===== config.mk =====
export PLATFORM = sky130hd
export DESIGN_NAME = alu
export DESIGN_NICKNAME = d
export VERILOG_FILES = /design/src/design/rvIsaPkg.sv /design/src/design/alu.sv
export VERILOG_INCLUDE_DIRS = /design/src /design/src/design
export SDC_FILE = /design/constraint.sdc
export NUM_CORES = 1
export LEC_CHECK = 0
export BUFFER_PORTS_ARGS = -buffer_cell sky130_fd_sc_hd__clkbuf_2
export CAP_MARGIN = 20
export CORE_ASPECT_RATIO = 0.5
export CORE_UTILIZATION = 40
export DETAILED_ROUTE_END_ITERATION = 8
export GPL_TIMING_DRIVEN = 0
export PLACE_DENSITY_LB_ADDON = 0.3
export SLEW_MARGIN = 10
export SYNTH_ARGS = -nofsm -noshare
export SYNTH_HDL_FRONTEND = slang
export SYNTH_SLANG_ARGS = --single-unit
export TNS_END_PERCENT = 30

===== constraint.sdc =====
create_clock -name vclk -period 6.5
set_input_delay 0 -clock vclk [all_inputs]
set_output_delay 0 -clock vclk [all_outputs]
set_load 0.1 [all_outputs]

===== src/design/cpu_consts.svh =====
`ifndef CPU_CONSTS_SVH
`define CPU_CONSTS_SVH

// data and address width
`define XLEN 32

// architectural registers
`define RegCount 32
`define RegIdxW $clog2(`RegCount)

// memory sizes
`define ImemWords 256
`define ImemAddrW $clog2(`ImemWords)
`define DmemBytes 1024
`define DmemAddrW $clog2(`DmemBytes)

`define PcReset 32'h0000_0000

// addi x0, x0, 0
`define Nop 32'h0000_0013

`endif

===== src/design/rvIsaPkg.sv =====
package rvIsaPkg;

  // major opcodes in bits 6:0 of the instruction
  typedef enum logic [6:0] {
    opLui    = 7'b0110111,
    opAuipc  = 7'b0010111,
    opJal    = 7'b1101111,
    opJalr   = 7'b1100111,
    opBranch = 7'b1100011,
    opLoad   = 7'b0000011,
    opStore  = 7'b0100011,
    opImm    = 7'b0010011,
    opReg    = 7'b0110011,
    opSystem = 7'b1110011
  } opcodeT;

  // compare ops return 0 or 1
  typedef enum logic [3:0] {
    aluAdd,
    aluSub,
    aluSll,
    aluSlt,
    aluSltu,
    aluXor,
    aluSrl,
    aluSra,
    aluOr,
    aluAnd,
    aluEq,
    aluNe,
    aluGe,
    aluGeu,
    aluPassB
  } aluOpT;

  typedef enum logic [1:0] {
    memByte,
    memHalf,
    memWord
  } memWidthT;

endpackage


===== src/design/alu.sv =====
`timescale 1ns/1ns
`include "cpu_consts.svh"

module alu (
  input  logic [`XLEN-1:0] opA,
  input  logic [`XLEN-1:0] opB,
  input  rvIsaPkg::aluOpT  aluOp,
  output logic [`XLEN-1:0] result
);

  logic [$clog2(`XLEN)-1:0] shamt;
  logic                     flag;

  assign shamt = opB[$clog2(`XLEN)-1:0];

  // single-bit outcome of the compare ops
  always_comb begin
    case (aluOp)
      rvIsaPkg::aluSlt:  flag = $signed(opA) < $signed(opB);
      rvIsaPkg::aluSltu: flag = opA < opB;
      rvIsaPkg::aluEq:   flag = opA == opB;
      rvIsaPkg::aluNe:   flag = opA != opB;
      rvIsaPkg::aluGe:   flag = $signed(opA) >= $signed(opB);
      rvIsaPkg::aluGeu:  flag = opA >= opB;
      default:           flag = 1'b0;
    endcase
  end

  always_comb begin
    case (aluOp)
      rvIsaPkg::aluAdd:   result = opA + opB;
      rvIsaPkg::aluSub:   result = opA - opB;
      rvIsaPkg::aluSll:   result = opA << shamt;
      rvIsaPkg::aluXor:   result = opA ^ opB;
      rvIsaPkg::aluSrl:   result = opA >> shamt;
      rvIsaPkg::aluSra:   result = $signed(opA) >>> shamt;
      rvIsaPkg::aluOr:    result = opA | opB;
      rvIsaPkg::aluAnd:   result = opA & opB;
      rvIsaPkg::aluPassB: result = opB;
      default:            result = {{(`XLEN-1){1'b0}}, flag};
    endcase
  end

endmodule


==> results.json <==
{
  "finalCritPeriodShare_pct": 92.7,
  "place_area_sq_um": 9470,
  "initial_utilization_pct": 41.4,
  "nFillCells": 2264,
  "n_antenna_cell": 0,
  "yosysMostFrequentCell": "nor2_1",
  "end_kind": "output port",
  "ys_warn_count": 0,
  "syn_inst": 1282,
  "fin_nets": 1551,
  "rsz0062_at_grt": "no",
  "grt_pass1_vias": 10791,
  "crit_chain": "clkbuf_2, clkbuf_1, clkinv_1, buf_1, clkbuf_1, ha_1, buf_2, nor2_1, o211ai_1, a32oi_1, a21oi_2, o31ai_4, a31oi_2, a2111oi_4, nand4_1, nand3b_1, clkbuf_2",
  "seqCellArea_sq_um": 0,
  "fin_util_pct": 45.5,
  "hold_viol": 0,
  "first_pass_iters": 6,
  "synth_common_cells": "155 x nor2_1, 121 x o21ai_0, 98 x a21oi_1, 97 x ha_1, 92 x nand2_1",
  "core_sq_um": 20800,
  "fin_tns_setup_ps": 0,
  "fin_ws_ps": 475,
  "clockBufferCount": 0,
  "maxCapViolations": 0,
  "pre_cts_slack_ps": 694,
  "rows": 37,
  "dr_total_vias": 11811,
  "ctsHoldBuffers": 0,
  "wl_um": 52100,
  "worstPathRequired_ps": 6500,
  "ant_nets": 0,
  "synthesis.nets": 1449,
  "pwr_density_cell_nw_per_um2": 118,
  "cp_top_family": "buffers and inverters",
  "drive_above_1_share_pct": 13.8,
  "cp_data_arrival_time_ps": 6020,
  "die_x_um": 210,
  "status": "finished clean",
  "top_level_ports": 100,
  "syn_area_sq_um": 8630,
  "syn_area_per_cell_sq_um": 6.73,
  "cp_slowest_stage_delay_ps": 680,
  "ys_top_cells_by_area": "ha_1 14%, mux4_2 8.6%, o21ai_0 7.0%",
  "nFlopsAndLatches": 0,
  "dieArea_sq_um": 22200,
  "ys_seq_area_share_pct": 0,
  "grt_max_degree": 13,
  "synth_top_area_cell": "ha_1",
  "design_area_sq_um": 9470,
  "synth.top_cell.area_share_pct": 14.1,
  "wl_per_cell_um": 31.5,
  "setup_viol": 0,
  "hpwl_um": 41700,
  "fin_crit_ps": 6020,
  "postCtsSetupRepairBufs": 0,
  "holdCritPathClass": "in2out",
  "drc": 0,
  "grt_overflow": 0,
  "grt_pass1_wl_um": 73800,
  "drtIter0Drc": 1971,
  "portBuffers": 100,
  "path_class": "in2out",
  "die_h_um": 106,
  "ir_worst_vdd_mv": 0.0910,
  "crit_buf_inv": 7,
  "cts_resized": 0,
  "grt_usage_pct": 45.6,
  "worst-slew-pin-transition_ps": 1160,
  "critPathMaxFanout": 11,
  "crit_slowest_cell": "a32oi_1",
  "vias_per_cell": 7.14,
  "area_growth_pct": 9.76,
  "crit_path_start_kind": "input pin",
  "antenna_found_initial": 1,
  "drv_slew": 0,
  "max_freq_mhz": 166,
  "gp_congestion": 1.05,
  "synth_cell_types": 81,
  "slew_headroom_pct": 23.0,
  "p_leak_nw": 4.06
}
## layout by cell type, fill, tap and decap left out, types with 9 or more instances in the layout
cell type / instances
inv_1: 90
o2111ai_1: 16
or3_1: 18
mux2i_1: 54
xnor2_1: 20
nor2_1: 155
a221oi_1: 24
buf_1: 16
nor2b_1: 10
o21bai_1: 11
a211oi_1: 23
mux4_2: 33
o211ai_1: 19
a31oi_1: 10
buf_2: 19
a211o_1: 9
a21oi_1: 98
clkbuf_2: 100
ha_1: 97
mux2_2: 12
nand3_1: 32
a21o_1: 17
nor3_1: 29
nand2b_1: 20
clkbuf_1: 64
o21ai_0: 121
o31ai_1: 15
nand2_1: 92
nor4_1: 10
a22oi_1: 21
## worst paths after layout
check | cells past startpoint | endpoint | slack (ps) | start
max | 17 | result[31] | 480 | opB[3]
min | 5 | result[6] | 780 | opB[6]
## tightest hold or removal path, stage by stage
cell      delay, ps
clkbuf_2        110
a221oi_1         70
o21ai_0          60
or3_1           100
clkbuf_2        450
## metrics by stage
stage | power, mW | cells | hold WS [ps]
3_5_place_dp | 1.06 | 1655 | 791
6_report | 1.11 | 1655 | 785
2_1_floorplan | 0.728 | 1282 | 581
3_3_place_gp | 1.05 | 1655 | 786
4_1_cts | 1.06 | 1655 | 792
5_1_grt | 1.15 | 1655 | 842
## layout make-up
type,instances,area [sq um],share of cell area [%]
Timing Repair Buffer,100,500,5.28
Tap cell,273,342,3.61
Multi-Input combinational cell,1084,7840,82.7
Inverter,95,357,3.76
Buffer,103,437,4.61
## cells by family (layout without fill, tap and decap cells)
kind of cell / after synthesis / in the layout / synth area share [%]
compound gates: 468 / 468 / 36.6
xor+xnor: 22 / 22 / 2.23
fa+ha+maj: 99 / 99 / 14.5
mux: 100 / 100 / 16.6
buf+inv: 198 / 298 / 9.19
simple gates: 395 / 395 / 20.8
## routing by layer
metal	track usage [%]	vias up	wire [um]
met2	62.8	946	19800
li1	-	4984	-
met1	67.9	5743	22900
met3	12.4	138	7840
met4	11.8	0	1630
met5	0	-	0
## power breakdown
group	switching, mW	internal [mW]	leakage (nW)
logic	0.812	0.302	4.06
clock network	0	0	0
registers	0	0	0
(Power assumes the default switching activity.)
