## src/design/cpu_consts.svh

```systemverilog
`ifndef CPU_CONSTS_SVH
`define CPU_CONSTS_SVH

// data and address width
`define XLEN 32

// architectural registers
`define RegCount 32
`define RegIdxW $clog2(`RegCount)

// memory sizes
`define ImemWords 256
`define ImemAddrW $clog2(`ImemWords)
`define DmemBytes 1024
`define DmemAddrW $clog2(`DmemBytes)

`define PcReset 32'h0000_0000

// addi x0, x0, 0
`define Nop 32'h0000_0013

`endif
```

## src/design/cpuCtrlPkg.sv

```systemverilog
package cpuCtrlPkg;

  typedef enum logic [1:0] {
    stIdle,
    stRun,
    stHalted,
    stTrapped
  } runStateT;

  // where the next fetch pc comes from
  typedef enum logic [1:0] {
    pcSeq,
    pcBranch,
    pcJump
  } pcSrcT;

endpackage

```

## src/design/runControl.sv

```systemverilog
`timescale 1ns/1ns

module runControl (
  input  logic clk,
  input  logic rst,
  input  logic start,
  input  logic haltReq,
  input  logic illegalReq,
  output logic runEn,
  output logic restart,
  output logic done,
  output logic trap
);

  cpuCtrlPkg::runStateT state;
  cpuCtrlPkg::runStateT stateNext;

  always_comb begin
    stateNext = state;
    case (state)
      cpuCtrlPkg::stIdle: begin
        if (start) stateNext = cpuCtrlPkg::stRun;
      end
      cpuCtrlPkg::stRun: begin
        if (haltReq) stateNext = cpuCtrlPkg::stHalted;
        else if (illegalReq) stateNext = cpuCtrlPkg::stTrapped;
      end
      // a new start drops back to idle with the pc reloaded
      default: begin
        if (start) stateNext = cpuCtrlPkg::stIdle;
      end
    endcase
  end

  assign runEn   = (state == cpuCtrlPkg::stRun);
  assign restart = start && (state == cpuCtrlPkg::stHalted || state == cpuCtrlPkg::stTrapped);

  // status lags state entry by a cycle and drops with the leaving edge
  always_ff @(posedge clk) begin
    if (rst) begin
      state <= cpuCtrlPkg::stIdle;
      done  <= 1'b0;
      trap  <= 1'b0;
    end else begin
      state <= stateNext;
      done  <= (state == cpuCtrlPkg::stHalted) && (stateNext == cpuCtrlPkg::stHalted);
      trap  <= (state == cpuCtrlPkg::stTrapped) && (stateNext == cpuCtrlPkg::stTrapped);
    end
  end

endmodule

```

## config.mk

```make
export PLATFORM = sky130hd
export DESIGN_NAME = runControl
export DESIGN_NICKNAME = d
export VERILOG_FILES = /design/src/design/cpu_consts.svh /design/src/design/cpuCtrlPkg.sv /design/src/design/runControl.sv
export SDC_FILE = /design/constraint.sdc
export NUM_CORES = 1
export LEC_CHECK = 0
export BUFFER_PORTS_ARGS = -buffer_cell sky130_fd_sc_hd__buf_2
export CORE_AREA = 2 2 39 41
export CTS_CLUSTER_SIZE = 40
export DETAILED_ROUTE_END_ITERATION = 8
export DIE_AREA = 0 0 41 43
export GPL_ROUTABILITY_DRIVEN = 0
export SLEW_MARGIN = 20
export SYNTH_ARGS = -nofsm -noshare
export SYNTH_HDL_FRONTEND = slang
export SYNTH_SLANG_ARGS = --single-unit
export TNS_END_PERCENT = 30
```

## constraint.sdc

```tcl
create_clock -name clk -period 0.9 [get_ports clk]
set_clock_uncertainty 0.05 [all_clocks]
set_input_delay 0.18 -clock clk [delete_from_list [all_inputs] [get_ports clk]]
set_output_delay 0.18 -clock clk [all_outputs]
set_load 0.05 [all_outputs]
```

==> results of run 1 <==
sequential cells by signal (all words and copies together) (netlist names):
| name | cells |
|---|---|
| state | 2 |
| done | 1 |
| trap | 1 |
area by class of cell:
type | instances | area [sq um] | share of cell area, %
flip-flops and latches | 4 | 87.6 | 27.8
well taps | 16 | 20.0 | 6.35
multi-input cells | 9 | 82.6 | 26.2
clock buffers | 3 | 22.5 | 7.14
repair buffers | 11 | 103 | 32.5
power by group through the flow:
stage | logic (mW) | registers, mW | clock network, mW
final | 0.124 | 0.194 | 0.215
after global routing | 0.132 | 0.195 | 0.237
after CTS | 0.120 | 0.195 | 0.233
after detailed placement | 0.0941 | 0.197 | 0
after global placement | 0.0916 | 0.196 | 0
after floorplan | 0.0567 | 0.202 | 0
logic make-up (layout without fill, tap and decap cells):
logic type,Yosys count,count (layout),synth area share (%)
buffers and inverters,0,14,0
and+or+nand+nor,6,6,27.7
AOI/OAI and AO/OA,3,3,23.1
DFF,4,4,49.2
routing by layer:
layer | global-route usage (%) | share of wire (%) | routed length [microns]
met3 | 4.71 | 11 | 42
met1 | 4.81 | 34 | 129
met2 | 6.88 | 54 | 202
met5 | 0 | 0 | 0
met4 | 6.00 | 0 | 0
cells in the final DEF, fill, tap and decap left out, drive strengths merged:
master and count:
buf 11, dfxtp 4, clkbuf 3, nor2b 1
and2 1, nand2b 1, o21ai 1, a21oi 1
nor2 1, a2111oi 1, nor3 1, nor3b 1
through the flow:
step	hold WS (ps)	setup TNS (ps)
5_1_grt	119	-716
3_3_place_gp	350	-249
3_5_place_dp	360	-301
2_1_floorplan	187	-247
4_1_cts	106	-629
6_report	117	-524
how the worst max path moves through the flow:
stage                          end                start  slack, ps
2_1_floorplan  state[1]$_SDFF_PP0_  state[0]$_SDFF_PP0_       -130
3_3_place_gp               restart  state[1]$_SDFF_PP0_       -130
3_5_place_dp               restart  state[1]$_SDFF_PP0_       -150
4_1_cts                    restart  state[1]$_SDFF_PP0_       -220
5_1_grt                      runEn  state[0]$_SDFF_PP0_       -230
6_report                     runEn  state[0]$_SDFF_PP0_       -210
timing repair:
item	CTS	global route
pin swaps	2	1
resized for setup	13	3
buffers inserted	2	0
hold endpoints to repair	0	0
endpoints found under the setup margin	5	6
synthesized netlist by cell type:
cell | instances | share of area [%]
sky130_fd_sc_hd__nor2b_4 | 1 | 8.5
sky130_fd_sc_hd__a21oi_1 | 1 | 3.1
sky130_fd_sc_hd__nand2b_1 | 1 | 3.8
sky130_fd_sc_hd__nor3b_1 | 1 | 4.6
sky130_fd_sc_hd__a2111oi_4 | 1 | 17
sky130_fd_sc_hd__nor3_1 | 1 | 3.1
sky130_fd_sc_hd__nor2_1 | 1 | 2.3
sky130_fd_sc_hd__dfxtp_1 | 4 | 49
sky130_fd_sc_hd__o21ai_0 | 1 | 3.1
sky130_fd_sc_hd__and2_4 | 1 | 5.4
==> results by group, run 1 <==
Global routing
  – Maximum number of pins on one net before global-route repair: 5
  – First-pass GRT wire length: 552 microns
  – Number of global-route vias before repair: 155
  – Initial antenna violation count: 0
  – GRT Residual Overflow: 0
  – Total GRT Usage: 5.52%

Clock tree
  – Number of clock buffers inserted by TritonCTS: 3
  – Clock tree buffer depth: 2
  – Clk pin slew, worst setup/hold paths: 40 ps
  – Clock latency reported for the late side of the worst-skew pair: 230 ps
  – H-tree depth reported by CTS: 1
  – Clock tree from TritonCTS: done
  – Clock root buffer: sky130_fd_sc_hd__clkbuf_4
  – Count of hold-fix buffers inserted at cts: 0
  – Clock sink count: 4

Placement
  – Half-perimeter wire length of the detailed placement result: 300 microns
  – Pre-CTS setup slack: -146 ps
  – Cell Count Post-Placement: 38
  – IO Port Bufs: 8
  – Area after DPL: 231 sq um

STA
  – Number of hold-slack violations in the final timing report: 0
  – Tmin final: 1110 ps
  – Slew headroom: 84.9%
  – Timing-limited maximum frequency: 904 MHz
  – Final setup violating endpoints: 6
  – Transition at the pin with the smallest max-transition slack: 227 ps
  – Slew Viols, Final: 0
  – Final critical-path setup slack: -206 ps
  – Setup repair after global routing missed its margin: yes
  – Ratio of final minimum period to clock period: 123%

Pwr
  – Leak Pwr: 0.130 nW
  – Net Switching: 0.134 mW
  – Combinational group share of total power: 23.2%
  – Internal cell power: 0.399 mW
  – Total power density per cell area: 1690 mW/mm^2
  – Switching portion of total power: 25.2%
  – Overall power of the completed layout: 0.533 mW
  – Sequential share of power: 36.4%
  – Proportion of power drawn by the clock network: 40.4%
  – Maximum ir drop on the vdd rail: 0.339 mV

Yosys
  – Post-synthesis cell count: 13
  – Yosys warning total: 0
  – Register area share after synthesis: 49.2%
  – Total of flip-flops plus latches after synthesis: 4
  – Mean instance size in the synthesized netlist: 12.5 sq um
  – Post-Synthesis Net Count: 18
  – Synthesized area: 163 sq um
  – Number of unique standard cell types used by synthesis: 10

Critical path
  – Endpoint required time on the critical path: 670 ps
  – Launch instance of the worst register-to-register path: state[0]$_SDFF_PP0_
  – Terminus of the critical flop-to-flop path: state[0]$_SDFF_PP0_
  – Sequence of cells on the critical path: nor2b_4 > buf_8
  – Worst-case reg-to-reg path depth: 3
  – Crit path arrival time: 880 ps
  – WP depth: 2
  – Critical path class: flop to primary output
  – Top cell family by delay on the critical path: flip-flops
  – Count of buffering cells on the critical path with inverters included: 1
  – Nature of the critical path startpoint: flop
  – Slowest cell on the critical path: sky130_fd_sc_hd__dfxtp_2
  – Slack of the worst reg-to-reg path: -70 ps
  – Worst Setup End Kind: primary output
  – Critical-path maximum fanout: 2
  – Slowest cell delay on critical path: 320 ps

Layout
  – Post-route cell area: 315 sq um
  – Nets@finish: 34
  – Fin cells: 43
  – Filler cell count in the final layout: 152
  – Synth-to-Final Area Change: 93.8%
  – Utilization of the core after routing: 22.8%
  – Antenna diodes: 0
  – Share of final-layout standard cells stronger than drive strength 1: 77.8%

Hold path
  – Type of the worst min-delay path: input pin to flop
  – Hold Startpoint: haltReq
  – Worst hold stages: 2
  – Destination of the worst hold path: state[0]$_SDFF_PP0_

Floorplan
  – Die span in x: 41 microns
  – Total I/O pin count: 9
  – Die height: 43 microns
  – Std-Cell Core Area: 0.00138 sq mm
  – Total Die Area: 0.00176 sq mm
  – Count of standard-cell rows: 14
  – Initial Util: 11.8%

Routing
  – Vias: 148
  – Wire per inst: 8.72 microns
  – Wire length after detailed routing: 375 microns
  – Remaining DRCs: 0
  – Number of iterations in the first detailed-routing pass: 2
  – Number of vias per cell after detailed routing: 3.44
  – Remaining antenna violation count after routing: 0
  – Violation count after the first detailed-route iteration: 1

Status
  – Violations in the final reports: negative setup slack
  – Status: finished with violations

Run
  – Number of maximum-capacitance constraint violations: 0
Power figures use the tool's default switching activity.
==> run 2, diff against run 1 <==
Settings changed: PLACE_DENSITY from default to 0.3.
==> run 2 against run 1 <==
Against the previous run: the flow still finishes with violations (negative setup slack); die area did not move; sequential share of layout area fell by 0.65 points; wire length down 0.27%; via count is 4.7% higher; combinational power hardly changed; critical path depth unchanged; clock power is 2% higher; critical endpoint is now restart.
==> results by group, run 2 (same netlist as run 1, synthesis figures left out) <==
STA
  – TNS Setup: -588 ps
  – Timing-limited maximum frequency: 901 MHz
  – Slew headroom: 84.7%
  – Ratio of final minimum period to clock period: 123%
  – Number of hold-slack violations in the final timing report: 0
  – Setup repair after global routing missed its margin: yes
  – Final critical-path setup slack: -209 ps
  – Final setup violating endpoints: 5
  – Transition at the pin with the smallest max-transition slack: 230 ps
  – Slew Viols, Final: 0
  – Tmin final: 1110 ps

Layout
  – Top register by number of flip-flops: state
  – Post-route cell area: 323 sq um
  – Antenna diodes: 0
  – Flip-flop count of the largest register after layout: 2
  – Synth-to-Final Area Change: 98.5%
  – Nets@finish: 35
  – Commonest non-fill, non-tap cells in the layout: 4 x sky130_fd_sc_hd__buf_2, 4 x sky130_fd_sc_hd__buf_8, 4 x sky130_fd_sc_hd__buf_4
  – Registers with the most flip-flops: state (2), done (1), trap (1)
  – Share of final-layout standard cells stronger than drive strength 1: 78.6%

Global routing
  – GRT Residual Overflow: 0
  – Maximum number of pins on one net before global-route repair: 5
  – Total GRT Usage: 6.82%
  – Number of global-route vias before repair: 169
  – First-pass GRT wire length: 717 microns
  – Initial antenna violation count: 0

Routing
  – Remaining antenna violation count after routing: 0
  – Wire length after detailed routing: 374 microns
  – Number of iterations in the first detailed-routing pass: 2
  – Number of vias per cell after detailed routing: 3.52
  – Wire per inst: 8.50 microns
  – Remaining DRCs: 0
  – Violation count after the first detailed-route iteration: 3
  – Vias: 155

Clock tree
  – Clock tree buffer depth: 2
  – H-tree depth reported by CTS: 1
  – Clock latency reported for the late side of the worst-skew pair: 230 ps
  – Clk pin slew, worst setup/hold paths: 40 ps
  – Clock tree from TritonCTS: done
  – Clock root buffer: sky130_fd_sc_hd__clkbuf_4
  – Clock sink count: 4
  – Number of clock buffers inserted by TritonCTS: 3

Status
  – Status: finished with violations
  – Violations in the final reports: negative setup slack

Critical path
  – Worst Setup End Kind: primary output
  – Crit path arrival time: 880 ps
  – Critical-path maximum fanout: 3
  – Worst-case reg-to-reg path depth: 3
  – Slack of the worst reg-to-reg path: -140 ps
  – Terminus of the critical flop-to-flop path: state[0]$_SDFF_PP0_
  – Launch instance of the worst register-to-register path: state[0]$_SDFF_PP0_
  – Critical path class: flop to primary output
  – Endpoint required time on the critical path: 670 ps
  – Sequence of cells on the critical path: and2_4 > buf_8
  – Slowest cell delay on critical path: 360 ps
  – Slowest cell on the critical path: sky130_fd_sc_hd__dfxtp_4
  – Nature of the critical path startpoint: flop

Floorplan
  – Count of standard-cell rows: 14
  – Total Die Area: 0.00176 sq mm
  – Die span in x: 41 microns
  – Die height: 43 microns
  – Total I/O pin count: 9
  – Initial Util: 11.8%
  – Std-Cell Core Area: 0.00138 sq mm

Hold path
  – Hold Startpoint: haltReq
  – Worst hold stages: 2
  – Type of the worst min-delay path: input pin to flop
  – Destination of the worst hold path: state[0]$_SDFF_PP0_

Pwr
  – Leak Pwr: 0.135 nW
  – Total power density per cell area: 1660 mW/mm^2
  – Maximum ir drop on the vdd rail: 0.472 mV

Placement
  – Pre-CTS setup slack: -151 ps
  – Area after DPL: 239 sq um
  – IO Port Bufs: 8
  – Half-perimeter wire length of the detailed placement result: 287 microns

Run
  – Number of maximum-capacitance constraint violations: 0
[run 2: cell count changes in the layout (fill, tap and decap cells not counted)]
| cell | change |
|---|---|
| sky130_fd_sc_hd__buf_4 | +2 |
| sky130_fd_sc_hd__buf_6 | -2 |
| sky130_fd_sc_hd__buf_8 | +1 |
[run 2: layer usage]
layer | share of wire (%) | track usage [%] | vias up
met5 | 0 | 0 | -
met2 | 47 | 7.81 | 10
li1 | - | - | 77
met3 | 8.8 | 4.71 | 0
met4 | 0 | 8.00 | 0
met1 | 44 | 7.05 | 68
[run 2: critical path: cells and delay by family (launching register included)]
family / cells / cell delay (ps)
buf+inv: 1 / 140
flops: 1 / 360
simple gates: 1 / 150
[run 2: power breakdown]
part | total (mW) | internal [mW] | leakage, nW | switching [mW]
logic | 0.123 | 0.0627 | 0.0862 | 0.0602
clock network | 0.219 | 0.149 | 0.0138 | 0.0699
registers | 0.194 | 0.187 | 0.0347 | 0.00676
total | 0.536 | 0.399 | 0.135 | 0.137
[run 2: cell type report]
cell class / instances / area (sq um)
timing repair buffer: 12 / 110
sequential: 4 / 87.6
clock buffer: 3 / 22.5
tap: 16 / 20.0
fill: 154 / 1060
multi-input combinational: 9 / 82.6
[run 2: stage by stage]
step | power, mW | hold slack (ps) | util (%) | instances
after floorplan | 0.258 | 187 | - | 13
after global placement | 0.293 | 357 | 17.3 | 39
after detailed placement | 0.293 | 356 | 17.3 | 39
after CTS | 0.549 | 109 | 22.6 | 44
after global routing | 0.588 | 107 | 23.3 | 44
final | 0.536 | 115 | 23.3 | 44
[run 2: worst max path at each step]
stage	from	endpoint	slack [ps]
after floorplan	state[0]$_SDFF_PP0_	state[1]$_SDFF_PP0_	-130
after global placement	state[1]$_SDFF_PP0_	restart	-150
after global routing	state[1]$_SDFF_PP0_	restart	-250
after CTS	state[1]$_SDFF_PP0_	restart	-230
final	state[1]$_SDFF_PP0_	restart	-210
after detailed placement	state[1]$_SDFF_PP0_	restart	-150
[run 2: what timing repair did]
item | 4_1_cts | 5_1_grt
endpoints found under the setup margin | 5 | 6
buffers inserted | 2 | 0
gates resized for setup | 13 | 3
hold buffers | 0 | 0
pin swaps | 1 | 1
==> run 3, diff against run 2 <==
Settings changed: PLACE_DENSITY 0.3 to default, PLACE_DENSITY_LB_ADDON from default to 0.3.
==> run 3 against run 2 <==
Against the previous run: the run still ends with negative setup slack left; critical path type unchanged; clock-buffer cell count is the same; critical path depth is the same; die area is the same; register-to-register slack gained 50 ps; via count is the same; sequential power is essentially flat; largest power group unchanged; global-route usage grew 0.43 points; highest routed layer unchanged; non-clock buffer count is the same; wire length grew 13%; hold slack gained 17 ps; sequential cell count is the same; cell area grew 0.39%.
==> results by group, run 3 (same netlist as run 1, synthesis figures left out) <==
Status
  – Status: finished with violations
  – Violations in the final reports: negative setup slack

Pwr
  – Maximum ir drop on the vdd rail: 0.370 mV
  – Leak Pwr: 0.135 nW
  – Total power density per cell area: 1680 mW/mm^2

Critical path
  – Slowest cell delay on critical path: 360 ps
  – Critical path class: flop to primary output
  – Slowest cell on the critical path: sky130_fd_sc_hd__dfxtp_2
  – Critical-path maximum fanout: 3
  – Crit path arrival time: 890 ps
  – Endpoint required time on the critical path: 670 ps
  – Nature of the critical path startpoint: flop
  – Top cell family by delay on the critical path: flip-flops
  – Sequence of cells on the critical path: and2_4 > buf_8
  – Count of buffering cells on the critical path with inverters included: 1
  – Launch instance of the worst register-to-register path: state[0]$_SDFF_PP0_
  – Worst setup startpoint: state[1]$_SDFF_PP0_
  – Worst Setup End Kind: primary output
  – Slack of the worst reg-to-reg path: -90 ps

Layout
  – Synth-to-Final Area Change: 99.2%
  – Filler cell count in the final layout: 161
  – Flip-flop count of the largest register after layout: 2
  – Fin cells: 44
  – Registers with the most flip-flops: state (2), done (1), trap (1)
  – Area occupied by registers: 85.1 sq um
  – Antenna diodes: 0
  – Nets@finish: 35
  – Commonest non-fill, non-tap cells in the layout: 4 x sky130_fd_sc_hd__dfxtp_2, 4 x sky130_fd_sc_hd__buf_2, 4 x sky130_fd_sc_hd__buf_8
  – Share of final-layout standard cells stronger than drive strength 1: 78.6%
  – Top register by number of flip-flops: state
  – Area of the multi-input gates: 82.6 sq um
  – Utilization of the core after routing: 23.4%

Routing
  – Remaining DRCs: 0
  – Number of iterations in the first detailed-routing pass: 2
  – Violation count after the first detailed-route iteration: 1
  – Wire length after detailed routing: 423 microns
  – Wire per inst: 9.61 microns
  – Number of vias per cell after detailed routing: 3.52
  – Remaining antenna violation count after routing: 0
  – Vias: 155

Clock tree
  – Count of hold-fix buffers inserted at cts: 0
  – Number of clock buffers inserted by TritonCTS: 3
  – Clock tree from TritonCTS: done
  – H-tree depth reported by CTS: 1
  – Clock root buffer: sky130_fd_sc_hd__clkbuf_4
  – Clock tree buffer depth: 2
  – Clk pin slew, worst setup/hold paths: 40 ps
  – Clock sink count: 4
  – Clock latency reported for the late side of the worst-skew pair: 230 ps

STA
  – Slew Viols, Final: 0
  – TNS Setup: -578 ps
  – Final setup violating endpoints: 6
  – Tmin final: 1120 ps
  – Number of hold-slack violations in the final timing report: 0
  – Ratio of final minimum period to clock period: 125%
  – Transition at the pin with the smallest max-transition slack: 243 ps
  – Setup repair after global routing missed its margin: yes
  – Timing-limited maximum frequency: 890 MHz
  – Slew headroom: 83.8%
  – Final critical-path setup slack: -223 ps

Floorplan
  – Initial Util: 11.8%
  – Std-Cell Core Area: 0.00138 sq mm
  – Total I/O pin count: 9
  – Count of standard-cell rows: 14
  – Die height: 43 microns
  – Die span in x: 41 microns
  – Total Die Area: 0.00176 sq mm

Global routing
  – Number of global-route vias before repair: 175
  – First-pass GRT wire length: 745 microns
  – GRT Residual Overflow: 0
  – Total GRT Usage: 7.25%
  – Initial antenna violation count: 0
  – Maximum number of pins on one net before global-route repair: 5

Hold path
  – Hold Startpoint: haltReq
  – Type of the worst min-delay path: input pin to flop

Placement
  – Pre-CTS setup slack: -146 ps
  – Cell Count Post-Placement: 39
  – IO Port Bufs: 8

Run
  – Number of maximum-capacitance constraint violations: 0
run 3: cell type report:
cell class              instances  share of cell area, %
repair buffers                 12                   35.1
flip-flops and latches          4                   26.3
clock buffers                   3                   6.95
well taps                      16                   6.18
multi-input cells               9                   25.5
run 3: worst paths after layout:
check                                            to  depth (start not counted)
worst min register to register      done$_SDFF_PP0_                          2
worst max register to register  state[0]$_SDFF_PP0_                          3
worst max-delay path                        restart                          2
worst min-delay path            state[0]$_SDFF_PP0_                          2
run 3: metrics by stage:
stage	hold WS, ps	instance area [sq um]	total power [mW]
2_1_floorplan	187	164	0.258
3_3_place_gp	351	239	0.290
3_5_place_dp	366	239	0.295
4_1_cts	124	320	0.555
5_1_grt	133	324	0.583
6_report	132	324	0.543
run 3: power breakdown:
| part | internal (mW) | total, mW | leakage [nW] | switching (mW) |
|---|---|---|---|---|
| registers | 0.189 | 0.196 | 0.0343 | 0.00721 |
| clock network | 0.149 | 0.219 | 0.0138 | 0.0704 |
| logic | 0.0653 | 0.128 | 0.0872 | 0.0622 |
| total | 0.403 | 0.543 | 0.135 | 0.140 |
run 3: routing by layer:
metal | up-vias | global-route usage [%] | wire length [microns]
met1 | 67 | 7.14 | 191
met2 | 9 | 9.06 | 175
li1 | 79 | - | -
met5 | - | 0 | 0
met4 | 0 | 8.00 | 0
met3 | 0 | 4.71 | 56
run 3: repair_timing:
action | 4_1_cts | 5_1_grt
resized for setup | 15 | 1
buffers inserted | 2 | 0
pin swaps | 2 | 1
setup endpoints to repair | 5 | 6
