**config.mk**
```make
export PLATFORM = sky130hd
export DESIGN_NAME = decoder
export DESIGN_NICKNAME = d
export VERILOG_FILES = /design/src/design/rvIsaPkg.sv /design/src/design/decoder.sv
export VERILOG_INCLUDE_DIRS = /design/src /design/src/design
export SDC_FILE = /design/constraint.sdc
export NUM_CORES = 1
export LEC_CHECK = 0
export ABC_AREA = 1
export BUFFER_PORTS_ARGS = -buffer_cell sky130_fd_sc_hd__buf_4
export CAP_MARGIN = 20
export CORE_ASPECT_RATIO = 1.2
export CORE_UTILIZATION = 30
export DETAILED_ROUTE_END_ITERATION = 10
export SYNTH_ARGS = -nofsm -noshare
export SYNTH_HDL_FRONTEND = slang
export SYNTH_SLANG_ARGS = --single-unit
export TNS_END_PERCENT = 5
```
**constraint.sdc**
```tcl
create_clock -name vclk -period 4
set_clock_uncertainty 0.2 [all_clocks]
set_input_delay 0.8 -clock vclk [all_inputs]
set_output_delay 0.8 -clock vclk [all_outputs]
set_load 0.01 [all_outputs]
```
**src/design/cpu_consts.svh**
```systemverilog
`ifndef CPU_CONSTS_SVH
`define CPU_CONSTS_SVH

// data and address width
`define XLEN 32

// architectural registers
`define RegCount 32
`define RegIdxW $clog2(`RegCount)

// memory sizes
`define ImemWords 256
`define ImemAddrW $clog2(`ImemWords)
`define DmemBytes 1024
`define DmemAddrW $clog2(`DmemBytes)

`define PcReset 32'h0000_0000

// addi x0, x0, 0
`define Nop 32'h0000_0013

`endif
```
**src/design/rvIsaPkg.sv**
```systemverilog
package rvIsaPkg;

  // major opcodes in bits 6:0 of the instruction
  typedef enum logic [6:0] {
    opLui    = 7'b0110111,
    opAuipc  = 7'b0010111,
    opJal    = 7'b1101111,
    opJalr   = 7'b1100111,
    opBranch = 7'b1100011,
    opLoad   = 7'b0000011,
    opStore  = 7'b0100011,
    opImm    = 7'b0010011,
    opReg    = 7'b0110011,
    opSystem = 7'b1110011
  } opcodeT;

  // compare ops return 0 or 1
  typedef enum logic [3:0] {
    aluAdd,
    aluSub,
    aluSll,
    aluSlt,
    aluSltu,
    aluXor,
    aluSrl,
    aluSra,
    aluOr,
    aluAnd,
    aluEq,
    aluNe,
    aluGe,
    aluGeu,
    aluPassB
  } aluOpT;

  typedef enum logic [1:0] {
    memByte,
    memHalf,
    memWord
  } memWidthT;

endpackage

```
**src/design/decoder.sv**
```systemverilog
`timescale 1ns/1ns
`include "cpu_consts.svh"

module decoder (
  input  logic [`XLEN-1:0]    instId,
  output logic [`RegIdxW-1:0] rs1,
  output logic [`RegIdxW-1:0] rs2,
  output logic [`RegIdxW-1:0] rd,
  output logic [`XLEN-1:0]    imm,
  output rvIsaPkg::aluOpT     aluOp,
  output rvIsaPkg::memWidthT  memWidth,
  output logic                regWe,
  output logic                memWe,
  output logic                memRe,
  output logic                isUnsigned,
  output logic                useImm,
  output logic                usePc,
  output logic                isJump,
  output logic                isBranch,
  output logic                isEbreak,
  output logic                illegal
);

  rvIsaPkg::opcodeT opcode;
  logic [2:0]       funct3;
  logic [6:0]       funct7;
  logic [`XLEN-1:0] immI;
  logic [`XLEN-1:0] immS;
  logic [`XLEN-1:0] immB;
  logic [`XLEN-1:0] immU;
  logic [`XLEN-1:0] immJ;

  // shared by register-immediate and register-register forms
  function automatic rvIsaPkg::aluOpT aluFromF3(input logic [2:0] f3, input logic alt);
    case (f3)
      3'b000:  return alt ? rvIsaPkg::aluSub : rvIsaPkg::aluAdd;
      3'b001:  return rvIsaPkg::aluSll;
      3'b010:  return rvIsaPkg::aluSlt;
      3'b011:  return rvIsaPkg::aluSltu;
      3'b100:  return rvIsaPkg::aluXor;
      3'b101:  return alt ? rvIsaPkg::aluSra : rvIsaPkg::aluSrl;
      3'b110:  return rvIsaPkg::aluOr;
      default: return rvIsaPkg::aluAnd;
    endcase
  endfunction

  assign opcode = rvIsaPkg::opcodeT'(instId[6:0]);
  assign rd     = instId[11:7];
  assign funct3 = instId[14:12];
  assign rs1    = instId[19:15];
  assign rs2    = instId[24:20];
  assign funct7 = instId[31:25];

  assign immI = {{20{instId[31]}}, instId[31:20]};
  assign immS = {{20{instId[31]}}, instId[31:25], instId[11:7]};
  assign immB = {{19{instId[31]}}, instId[31], instId[7], instId[30:25], instId[11:8], 1'b0};
  assign immU = {instId[31:12], 12'b0};
  assign immJ = {{11{instId[31]}}, instId[31], instId[19:12], instId[20], instId[30:21], 1'b0};

  always_comb begin
    imm        = '0;
    aluOp      = rvIsaPkg::aluAdd;
    memWidth   = rvIsaPkg::memWord;
    regWe      = 1'b0;
    memWe      = 1'b0;
    memRe      = 1'b0;
    isUnsigned = 1'b0;
    useImm     = 1'b0;
    usePc      = 1'b0;
    isJump     = 1'b0;
    isBranch   = 1'b0;
    isEbreak   = 1'b0;
    illegal    = 1'b0;
    case (opcode)
      rvIsaPkg::opLui: begin
        regWe  = 1'b1;
        useImm = 1'b1;
        imm    = immU;
        aluOp  = rvIsaPkg::aluPassB;
      end
      rvIsaPkg::opAuipc: begin
        regWe  = 1'b1;
        useImm = 1'b1;
        usePc  = 1'b1;
        imm    = immU;
      end
      rvIsaPkg::opJal: begin
        regWe  = 1'b1;
        useImm = 1'b1;
        usePc  = 1'b1;
        isJump = 1'b1;
        imm    = immJ;
      end
      rvIsaPkg::opJalr: begin
        regWe   = 1'b1;
        useImm  = 1'b1;
        isJump  = 1'b1;
        imm     = immI;
        illegal = (funct3 != 3'b000);
      end
      rvIsaPkg::opBranch: begin
        // compare rs1 against rs2, target adder uses immB
        isBranch = 1'b1;
        imm      = immB;
        case (funct3)
          3'b000:  aluOp = rvIsaPkg::aluEq;
          3'b001:  aluOp = rvIsaPkg::aluNe;
          3'b100:  aluOp = rvIsaPkg::aluSlt;
          3'b101:  aluOp = rvIsaPkg::aluGe;
          3'b110:  aluOp = rvIsaPkg::aluSltu;
          3'b111:  aluOp = rvIsaPkg::aluGeu;
          default: illegal = 1'b1;
        endcase
      end
      rvIsaPkg::opLoad: begin
        regWe      = 1'b1;
        memRe      = 1'b1;
        useImm     = 1'b1;
        imm        = immI;
        isUnsigned = funct3[2];
        memWidth   = rvIsaPkg::memWidthT'(funct3[1:0]);
        illegal    = (funct3[1:0] == 2'b11) || (funct3 == 3'b110);
      end
      rvIsaPkg::opStore: begin
        memWe    = 1'b1;
        useImm   = 1'b1;
        imm      = immS;
        memWidth = rvIsaPkg::memWidthT'(funct3[1:0]);
        illegal  = funct3[2] || (funct3[1:0] == 2'b11);
      end
      rvIsaPkg::opImm: begin
        regWe  = 1'b1;
        useImm = 1'b1;
        imm    = immI;
        aluOp  = aluFromF3(funct3, (funct3 == 3'b101) && funct7[5]);
        if (funct3 == 3'b001) illegal = (funct7 != 7'b0000000);
        if (funct3 == 3'b101) illegal = ({funct7[6], funct7[4:0]} != 6'b0);
      end
      rvIsaPkg::opReg: begin
        regWe = 1'b1;
        aluOp = aluFromF3(funct3, funct7[5]);
        if (funct7 == 7'b0100000) illegal = (funct3 != 3'b000) && (funct3 != 3'b101);
        else illegal = (funct7 != 7'b0000000);
      end
      rvIsaPkg::opSystem: begin
        // only ebreak is implemented
        if (instId == 32'h0010_0073) isEbreak = 1'b1;
        else illegal = 1'b1;
      end
      default: illegal = 1'b1;
    endcase

    // an illegal encoding must not write or redirect
    if (illegal) begin
      regWe    = 1'b0;
      memWe    = 1'b0;
      memRe    = 1'b0;
      isJump   = 1'b0;
      isBranch = 1'b0;
    end
  end

endmodule

```
==> results.py, run 1 <==
metrics = {
    "synthesis": {
        "synth_cells": 235,
        "ys_types": 32,
        "yosysWarnings": 0,
        "netlist_area_um2": 1330,
        "avgSynthCellArea_um2": 5.65,
        "yosys.area.top_type": "nand2_1",
        "yosys-top-cells-area": "nand2_1 15%, nor2_1 11%, buf_4 8.5%",
        "yosysSeqAreaShare_pct": 0,
        "syn_nets": 267,
        "netlist.area_leader.share_pct": 15.0,
    },
    "status": {
        "status": "completed",
    },
    "routing": {
        "wl_met3_um": 296,
        "finalWirelength_um": 4570,
        "final_antenna_net_count": 0,
        "first_pass_iters": 4,
        "wl_per_cell_um": 12.4,
        "wl_met1_um": 1950,
        "drc": 0,
        "top_layer": "met4",
        "wl_met2_um": 2310,
        "vias": 1759,
        "drtIter0Drc": 74,
        "viasPerCell": 4.78,
    },
    "die": {
        "core_area_um2": 4260,
        "io_pins": 95,
        "start_util_pct": 31.2,
        "fp.dieH_um": 74.9,
        "rows": 26,
        "die_x_um": 62.7,
        "die_area_um2": 4700,
    },
    "cts": {
        "postCtsHoldBufs": 0,
        "post_cts_resized": 0,
        "post-cts-setup-buffer-count": 0,
    },
    "worst_setup_path": {
        "cp-start-kind": "input pin",
        "cp-end-kind": "output port",
        "path_common_cell": "buf_4",
        "worstPathArrival_ps": 2170,
        "cpPeakStageDelay_ps": 250,
        "slowest_stage": "buf_4",
        "crit_chain": "buf_4 > nand2_1 > inv_2 > nand2_8 > nor2_4 > nand2_4 > nand2_4 > o21ai_2 > buf_4 > o221ai_1 > buf_4",
        "worstSetupPathType": "in -> out",
        "crit_path_max_fanout": 20,
        "crit_required_ps": 3000,
    },
    "pwr": {
        "peakVddDrop_uv": 28.5,
        "p_leak_nw": 1.13,
        "power_density_nw_per_um2": 65.2,
    },
    "global_route": {
        "overflow": 0,
        "antenna_found_initial": 0,
        "grt_max_degree": 21,
        "grt_pass1_wl_um": 7050,
        "grt_pass1_vias": 1506,
        "track_usage_pct": 18.3,
    },
    "job": {
        "maxCapViolCount": 0,
    },
    "finish": {
        "layout-drive-gt1-share_pct": 43.9,
        "final_util_pct": 46.2,
        "area_growth_pct": 48.2,
        "clkbuf_count": 0,
        "antennaDiodeCount": 0,
        "seq_cell_count": 0,
        "fin_nets": 346,
        "regArea_um2": 0,
    },
    "timing": {
        "hold_violations": 0,
        "finalSetupViolations": 0,
        "post-route-period-util_pct": 79.2,
        "max_freq_mhz": 316,
        "worst_pin_slew_ps": 351,
        "rsz0062_at_grt": "false",
        "finalCriticalPeriod_ps": 3170,
        "setup_tns_ps": 0,
        "fin_hold_ws_ps": 1600,
        "setup_ws_ps": 833,
        "drv_slew": 0,
        "max_slew_margin_pct": 76.3,
    },
    "place": {
        "pre_cts_slack_ps": 838,
        "io_buffers": 95,
        "routabilityCongestion": 0.893,
        "dp_hpwl_um": 3920,
    },
    "worst_hold_path": {
        "hold_path.class": "in -> out",
        "min_path_cells": 2,
        "min_from": "instId[10]",
        "hold-path-endpoint": "rd[3]",
    },
}
## where the power goes
| part | switching [mW] | internal, mW |
|---|---|---|
| Combinational | 0.0723 | 0.0559 |
| Sequential | 0 | 0 |
| Clock | 0 | 0 |
## area by class of cell
class | instances | area, um2
fillers | 500 | 2290
inverters | 35 | 141
multi-input cells | 181 | 1030
well taps | 56 | 70.1
repair buffers | 96 | 721
## synthesized netlist by cell type (4+ instances only)
cell      count
nand2_1      53
nor2_1       40
inv_1        28
buf_4        15
nand3_1      15
nor2_2       11
o211ai_1      9
o21ai_0       9
nand2_4       8
inv_2         5
o211ai_2      4
## metrics by stage
stage | instances | instance area, um2 | power (mW)
floorplan | 235 | 1330 | 0.0689
global placement | 368 | 1970 | 0.129
detailed placement | 368 | 1970 | 0.129
CTS | 368 | 1970 | 0.129
global route | 368 | 1970 | 0.141
finish | 368 | 1970 | 0.128
## worst max-delay path by stage
stage          endpoint  cells after the start      start
2_1_floorplan  aluOp[1]                      6  instId[1]
3_3_place_gp      regWe                     10  instId[6]
3_5_place_dp      memWe                     11  instId[3]
4_1_cts         imm[11]                     11  instId[1]
5_1_grt          imm[4]                     12  instId[1]
6_report        imm[11]                     11  instId[1]
## per-layer routing
| metal | vias up | GRT usage (%) |
|---|---|---|
| met4 | 0 | 0.775 |
| met3 | 2 | 1.82 |
| li1 | 908 | - |
| met1 | 769 | 22.9 |
| met2 | 80 | 35.6 |
| met5 | - | 0 |
## critical path, delay by kind of cell
kind,cells,cell delay (ps)
compound gates,2,290
buf+inv,4,630
simple gates,5,450
## logic make-up after synthesis
family,share of synthesized area [%]
AOI/OAI and AO/OA,20.6
buffers and inverters,22.1
and+or+nand+nor,57.3
## cells in the final DEF, fill, tap and decap left out, types with 2 or more instances in the layout
master,n
o21ai_2,2
o211ai_2,4
nor4_1,3
nand2_1,53
nand2_4,8
o311ai_0,3
o21ai_0,9
o31ai_1,2
inv_2,5
o211ai_1,9
nor2_4,3
a21oi_1,3
inv_1,28
nand3_1,15
nor2_1,40
nor2_2,11
buf_4,96
nand4_1,3
nand2_8,2
nor3_1,3
Note: power is estimated with default switching activity, not from simulation.
==> inputs of run 2 (changes only) <==
--- a/config.mk
+++ b/config.mk
@@ -6,7 +6,7 @@
 export SDC_FILE = /design/constraint.sdc
 export NUM_CORES = 1
 export LEC_CHECK = 0
-export ABC_AREA = 1
+export ABC_AREA = 0
 export BUFFER_PORTS_ARGS = -buffer_cell sky130_fd_sc_hd__buf_4
 export CAP_MARGIN = 20
 export CORE_ASPECT_RATIO = 1.2
==> constraint.sdc (replaced) <==
create_clock -name vclk -period 3.1
set_clock_uncertainty 0.2 [all_clocks]
set_input_delay 0.62 -clock vclk [all_inputs]
set_output_delay 0.62 -clock vclk [all_outputs]
set_load 0.01 [all_outputs]
==> results.py, run 2 <==
metrics = {
    "routing": {
        "final_antenna_net_count": 0,
        "drc": 0,
        "finalWirelength_um": 4270,
        "viasPerCell": 5.09,
        "vias": 1551,
        "drtIter0Drc": 50,
        "wl_per_cell_um": 14.0,
        "first_pass_iters": 4,
    },
    "cts": {
        "postCtsHoldBufs": 0,
    },
    "synthesis": {
        "netlist_area_um2": 1150,
        "netlist.area_leader.share_pct": 12.4,
        "yosys.area.top_type": "a21o_1",
        "synthTopCellsByCount": "19 x a21o_1, 16 x nand2_1, 16 x nor2_1",
        "yosysSeqAreaShare_pct": 0,
        "yosysWarnings": 0,
        "synth_cells": 172,
        "ys_types": 49,
        "avgSynthCellArea_um2": 6.66,
        "syn_nets": 204,
        "yosys-top-cells-area": "a21o_1 12%, buf_4 9.8%, nand2_1 5.2%",
        "synthMostInstantiatedCell": "a21o_1",
    },
    "place": {
        "dp_hpwl_um": 3400,
        "io_buffers": 95,
        "routabilityCongestion": 0.819,
        "dpl_cell_area_um2": 1820,
    },
    "die": {
        "die_area_um2": 4070,
        "start_util_pct": 31.5,
        "core_area_um2": 3630,
        "fp.dieH_um": 69.7,
        "die_x_um": 58.4,
        "io_pins": 95,
        "rows": 24,
    },
    "worst_hold_path": {
        "min_path_cells": 2,
        "min_from": "instId[8]",
        "hold-path-endpoint": "rd[1]",
        "hold_path.class": "in -> out",
    },
    "timing": {
        "hold_violations": 0,
        "setup_tns_ps": 0,
        "post-route-period-util_pct": 95.7,
        "worst_pin_slew_ps": 397,
        "finalSetupViolations": 0,
        "max_freq_mhz": 337,
        "drv_slew": 0,
        "fin_hold_ws_ps": 1240,
        "finalCriticalPeriod_ps": 2970,
        "max_slew_margin_pct": 73.3,
    },
    "finish": {
        "final_util_pct": 51.1,
        "fillers": 383,
        "regArea_um2": 0,
        "seq_cell_count": 0,
        "fin_nets": 287,
        "finalInstanceArea_um2": 1860,
        "layout_common_cells": "107 x buf_4, 19 x a21o_1, 16 x nor2_1, 16 x nand2_1, 10 x nor3_1",
        "layout-drive-gt1-share_pct": 47.8,
        "mostFrequentLayoutCell": "buf_4",
        "clkbuf_count": 0,
        "area_growth_pct": 61.9,
        "antennaDiodeCount": 0,
    },
    "global_route": {
        "grt_pass1_wl_um": 6840,
        "grt_pass1_vias": 1406,
        "grt_max_degree": 19,
        "track_usage_pct": 20.2,
        "antenna_found_initial": 0,
        "overflow": 0,
    },
    "worst_setup_path": {
        "cp-end-kind": "output port",
        "cp-start-kind": "input pin",
        "worstSetupPathType": "in -> out",
        "crit_path_max_fanout": 4,
        "crit_required_ps": 2280,
        "worstPathArrival_ps": 2150,
    },
    "pwr": {
        "p_leak_nw": 0.999,
        "power_density_nw_per_um2": 92.8,
        "peakVddDrop_uv": 52.1,
        "finalPower_mw": 0.172,
    },
    "job": {
        "maxCapViolCount": 0,
    },
    "status": {
        "status": "completed",
    },
}
==> run 2: layout make-up <==
| type | count | area [um2] | area share (%) |
|---|---|---|---|
| inverter | 4 | 15.0 | 0.809 |
| multi-input combinational | 142 | 972 | 52.4 |
| timing repair buffer | 107 | 803 | 43.3 |
| tap | 52 | 65.1 | 3.51 |
==> run 2: timing repair <==
action | in CTS | in global routing
resized for setup | 0 | 3
setup buffers | 0 | 2
setup endpoints to repair | 0 | 2
==> run 2: worst max-delay path: stages <==
cell	delay (ps)
buf_4	120
nor4_2	240
nand2_1	170
o31ai_4	280
o211ai_2	170
or3_1	390
buf_4	150
==> run 2: cells by family (layout without fill, tap and decap cells) <==
kind of cell    count (synthesis)  in the layout  synth area share (%)
buf+inv                        30            111                  16.8
simple gates                   81             81                  41.7
mux                             1              1                 0.873
xor+xnor                        2              2                  1.53
compound gates                 58             58                  39.1
==> run 2: report_power, final <==
group	switching [mW]	internal, mW	leakage [nW]
Combinational	0.0886	0.0836	0.999
Clock	0	0	0
Sequential	0	0	0
Total	0.0886	0.0836	0.999
==> run 2: stage by stage <==
stage	setup WS, ps	instances
after floorplan	399	172
final	132	305
after CTS	103	303
after global placement	106	303
after detailed placement	106	303
after global routing	-4.30	305
==> run 2: worst max path at each step <==
stage,from,endpoint,slack [ps],cells after the start
after floorplan,instId[14],illegal,400,6
after global placement,instId[27],illegal,110,7
after detailed placement,instId[22],illegal,110,7
after CTS,instId[27],illegal,100,7
after global routing,instId[27],illegal,-4,7
final,instId[27],illegal,130,7
==> run 2: layer usage <==
layer  wire, um  global-route usage, %
met5          0                      0
met2       2180                   35.6
met4          0                   1.06
met3        226                   1.31
met1       1860                   27.8
==> inputs of run 3 (changes only) <==
==> constraint.sdc (replaced) <==
create_clock -name vclk -period 3.1
set_clock_uncertainty 0.2 [all_clocks]
set_input_delay 0.31 -clock vclk [all_inputs]
set_output_delay 0.31 -clock vclk [all_outputs]
set_load 0.01 [all_outputs]
==> results.py, run 3 (synthesized netlist as in run 2, its figures left out) <==
metrics = {
    "global_route": {
        "overflow": 0,
        "grt_pass1_vias": 1310,
        "grt_max_degree": 20,
        "antenna_found_initial": 0,
        "track_usage_pct": 18.8,
        "grt_pass1_wl_um": 6350,
    },
    "cts": {
        "postCtsHoldBufs": 0,
        "post-cts-setup-buffer-count": 0,
        "post_cts_resized": 0,
    },
    "finish": {
        "antennaDiodeCount": 0,
        "mostFrequentLayoutCell": "buf_4",
        "clkbuf_count": 0,
        "regArea_um2": 0,
        "layout-drive-gt1-share_pct": 44.7,
        "layout_common_cells": "98 x buf_4, 19 x a21o_1, 16 x nor2_1, 16 x nand2_1, 10 x nor3_1",
        "instances_no_fill": 296,
        "seq_cell_count": 0,
        "area_growth_pct": 54.4,
        "fillers": 380,
        "fin_nets": 278,
    },
    "worst_setup_path": {
        "path_delay_family": "simple AND/OR/NAND/NOR gates",
        "slowest_stage": "or3_1",
        "crit_required_ps": 2590,
        "crit_path_max_fanout": 4,
        "cp-start-kind": "input pin",
        "path_common_cell": "buf_4",
        "cp-end-kind": "output port",
        "cpPeakStageDelay_ps": 390,
        "crit_chain": "buf_4 > nor4_1 > nand3_1 > o31ai_4 > o211ai_2 > or3_1 > buf_4",
        "worstSetupPathType": "in -> out",
        "cp_num_buf_inv": 2,
        "worstPathArrival_ps": 1920,
    },
    "die": {
        "core_area_um2": 3630,
        "die_area_um2": 4070,
        "die_x_um": 58.4,
        "start_util_pct": 31.5,
        "fp.dieH_um": 69.7,
        "rows": 24,
        "io_pins": 95,
    },
    "timing": {
        "post-route-period-util_pct": 78.3,
        "finalSetupViolations": 0,
        "setup_tns_ps": 0,
        "worst_pin_slew_ps": 526,
        "rsz0062_at_grt": "false",
        "finalCriticalPeriod_ps": 2430,
        "drv_slew": 0,
        "max_freq_mhz": 412,
        "hold_violations": 0,
        "max_slew_margin_pct": 64.7,
    },
    "place": {
        "routabilityCongestion": 0.785,
        "place_inst": 296,
        "io_buffers": 95,
        "dp_hpwl_um": 3370,
    },
    "routing": {
        "final_antenna_net_count": 0,
        "drc": 0,
        "viasPerCell": 5.07,
        "vias": 1502,
        "drtIter0Drc": 46,
        "finalWirelength_um": 4100,
        "wl_per_cell_um": 13.8,
        "first_pass_iters": 4,
    },
    "pwr": {
        "power_density_nw_per_um2": 92.3,
        "p_leak_nw": 0.955,
        "finalPower_mw": 0.163,
        "peakVddDrop_uv": 47.8,
    },
    "status": {
        "status": "completed",
    },
    "job": {
        "maxCapViolCount": 0,
    },
    "worst_hold_path": {
        "hold_path.class": "in -> out",
    },
}
-- run 3: cell types whose count changed in the layout (fill, tap and decap cells not counted) --
cell    previous run  this run
nor4_2             3         0
nor4_1             1         4
buf_4            107        98
-- run 3: path summary, 6_finish.rpt --
| path | from | end | slack [ps] | cells past startpoint |
|---|---|---|---|---|
| setup / recovery | instId[18] | illegal | 670 | 7 |
| hold / removal | instId[16] | rs1[1] | 620 | 2 |
-- run 3: final cells by class --
type / count / area, um2 / share of cell area, %
Tap cell: 52 / 65.1 / 3.68
Multi-Input combinational cell: 142 / 953 / 53.9
Timing Repair Buffer: 98 / 736 / 41.6
Inverter: 4 / 15.0 / 0.849
-- run 3: stage by stage --
stage	area (um2)	utilization, %	hold WS, ps	setup WS (ps)
floorplan	1150	-	512	1020
global placement	1770	48.7	620	666
detailed placement	1770	48.7	620	678
CTS	1770	48.7	620	669
global route	1770	48.7	624	557
finish	1770	48.7	620	673
-- run 3: power by group --
| part | leakage, nW | total [mW] | internal (mW) | switching (mW) |
|---|---|---|---|---|
| registers | 0 | 0 | 0 | 0 |
| logic | 0.955 | 0.163 | 0.0780 | 0.0852 |
| clock network | 0 | 0 | 0 | 0 |
-- run 3: routing by layer --
layer  part of all wire, %  track usage (%)
met1                    44             25.5
met2                    50             33.5
met3                   5.4            0.746
met4                  0.83             1.32
met5                     0                0
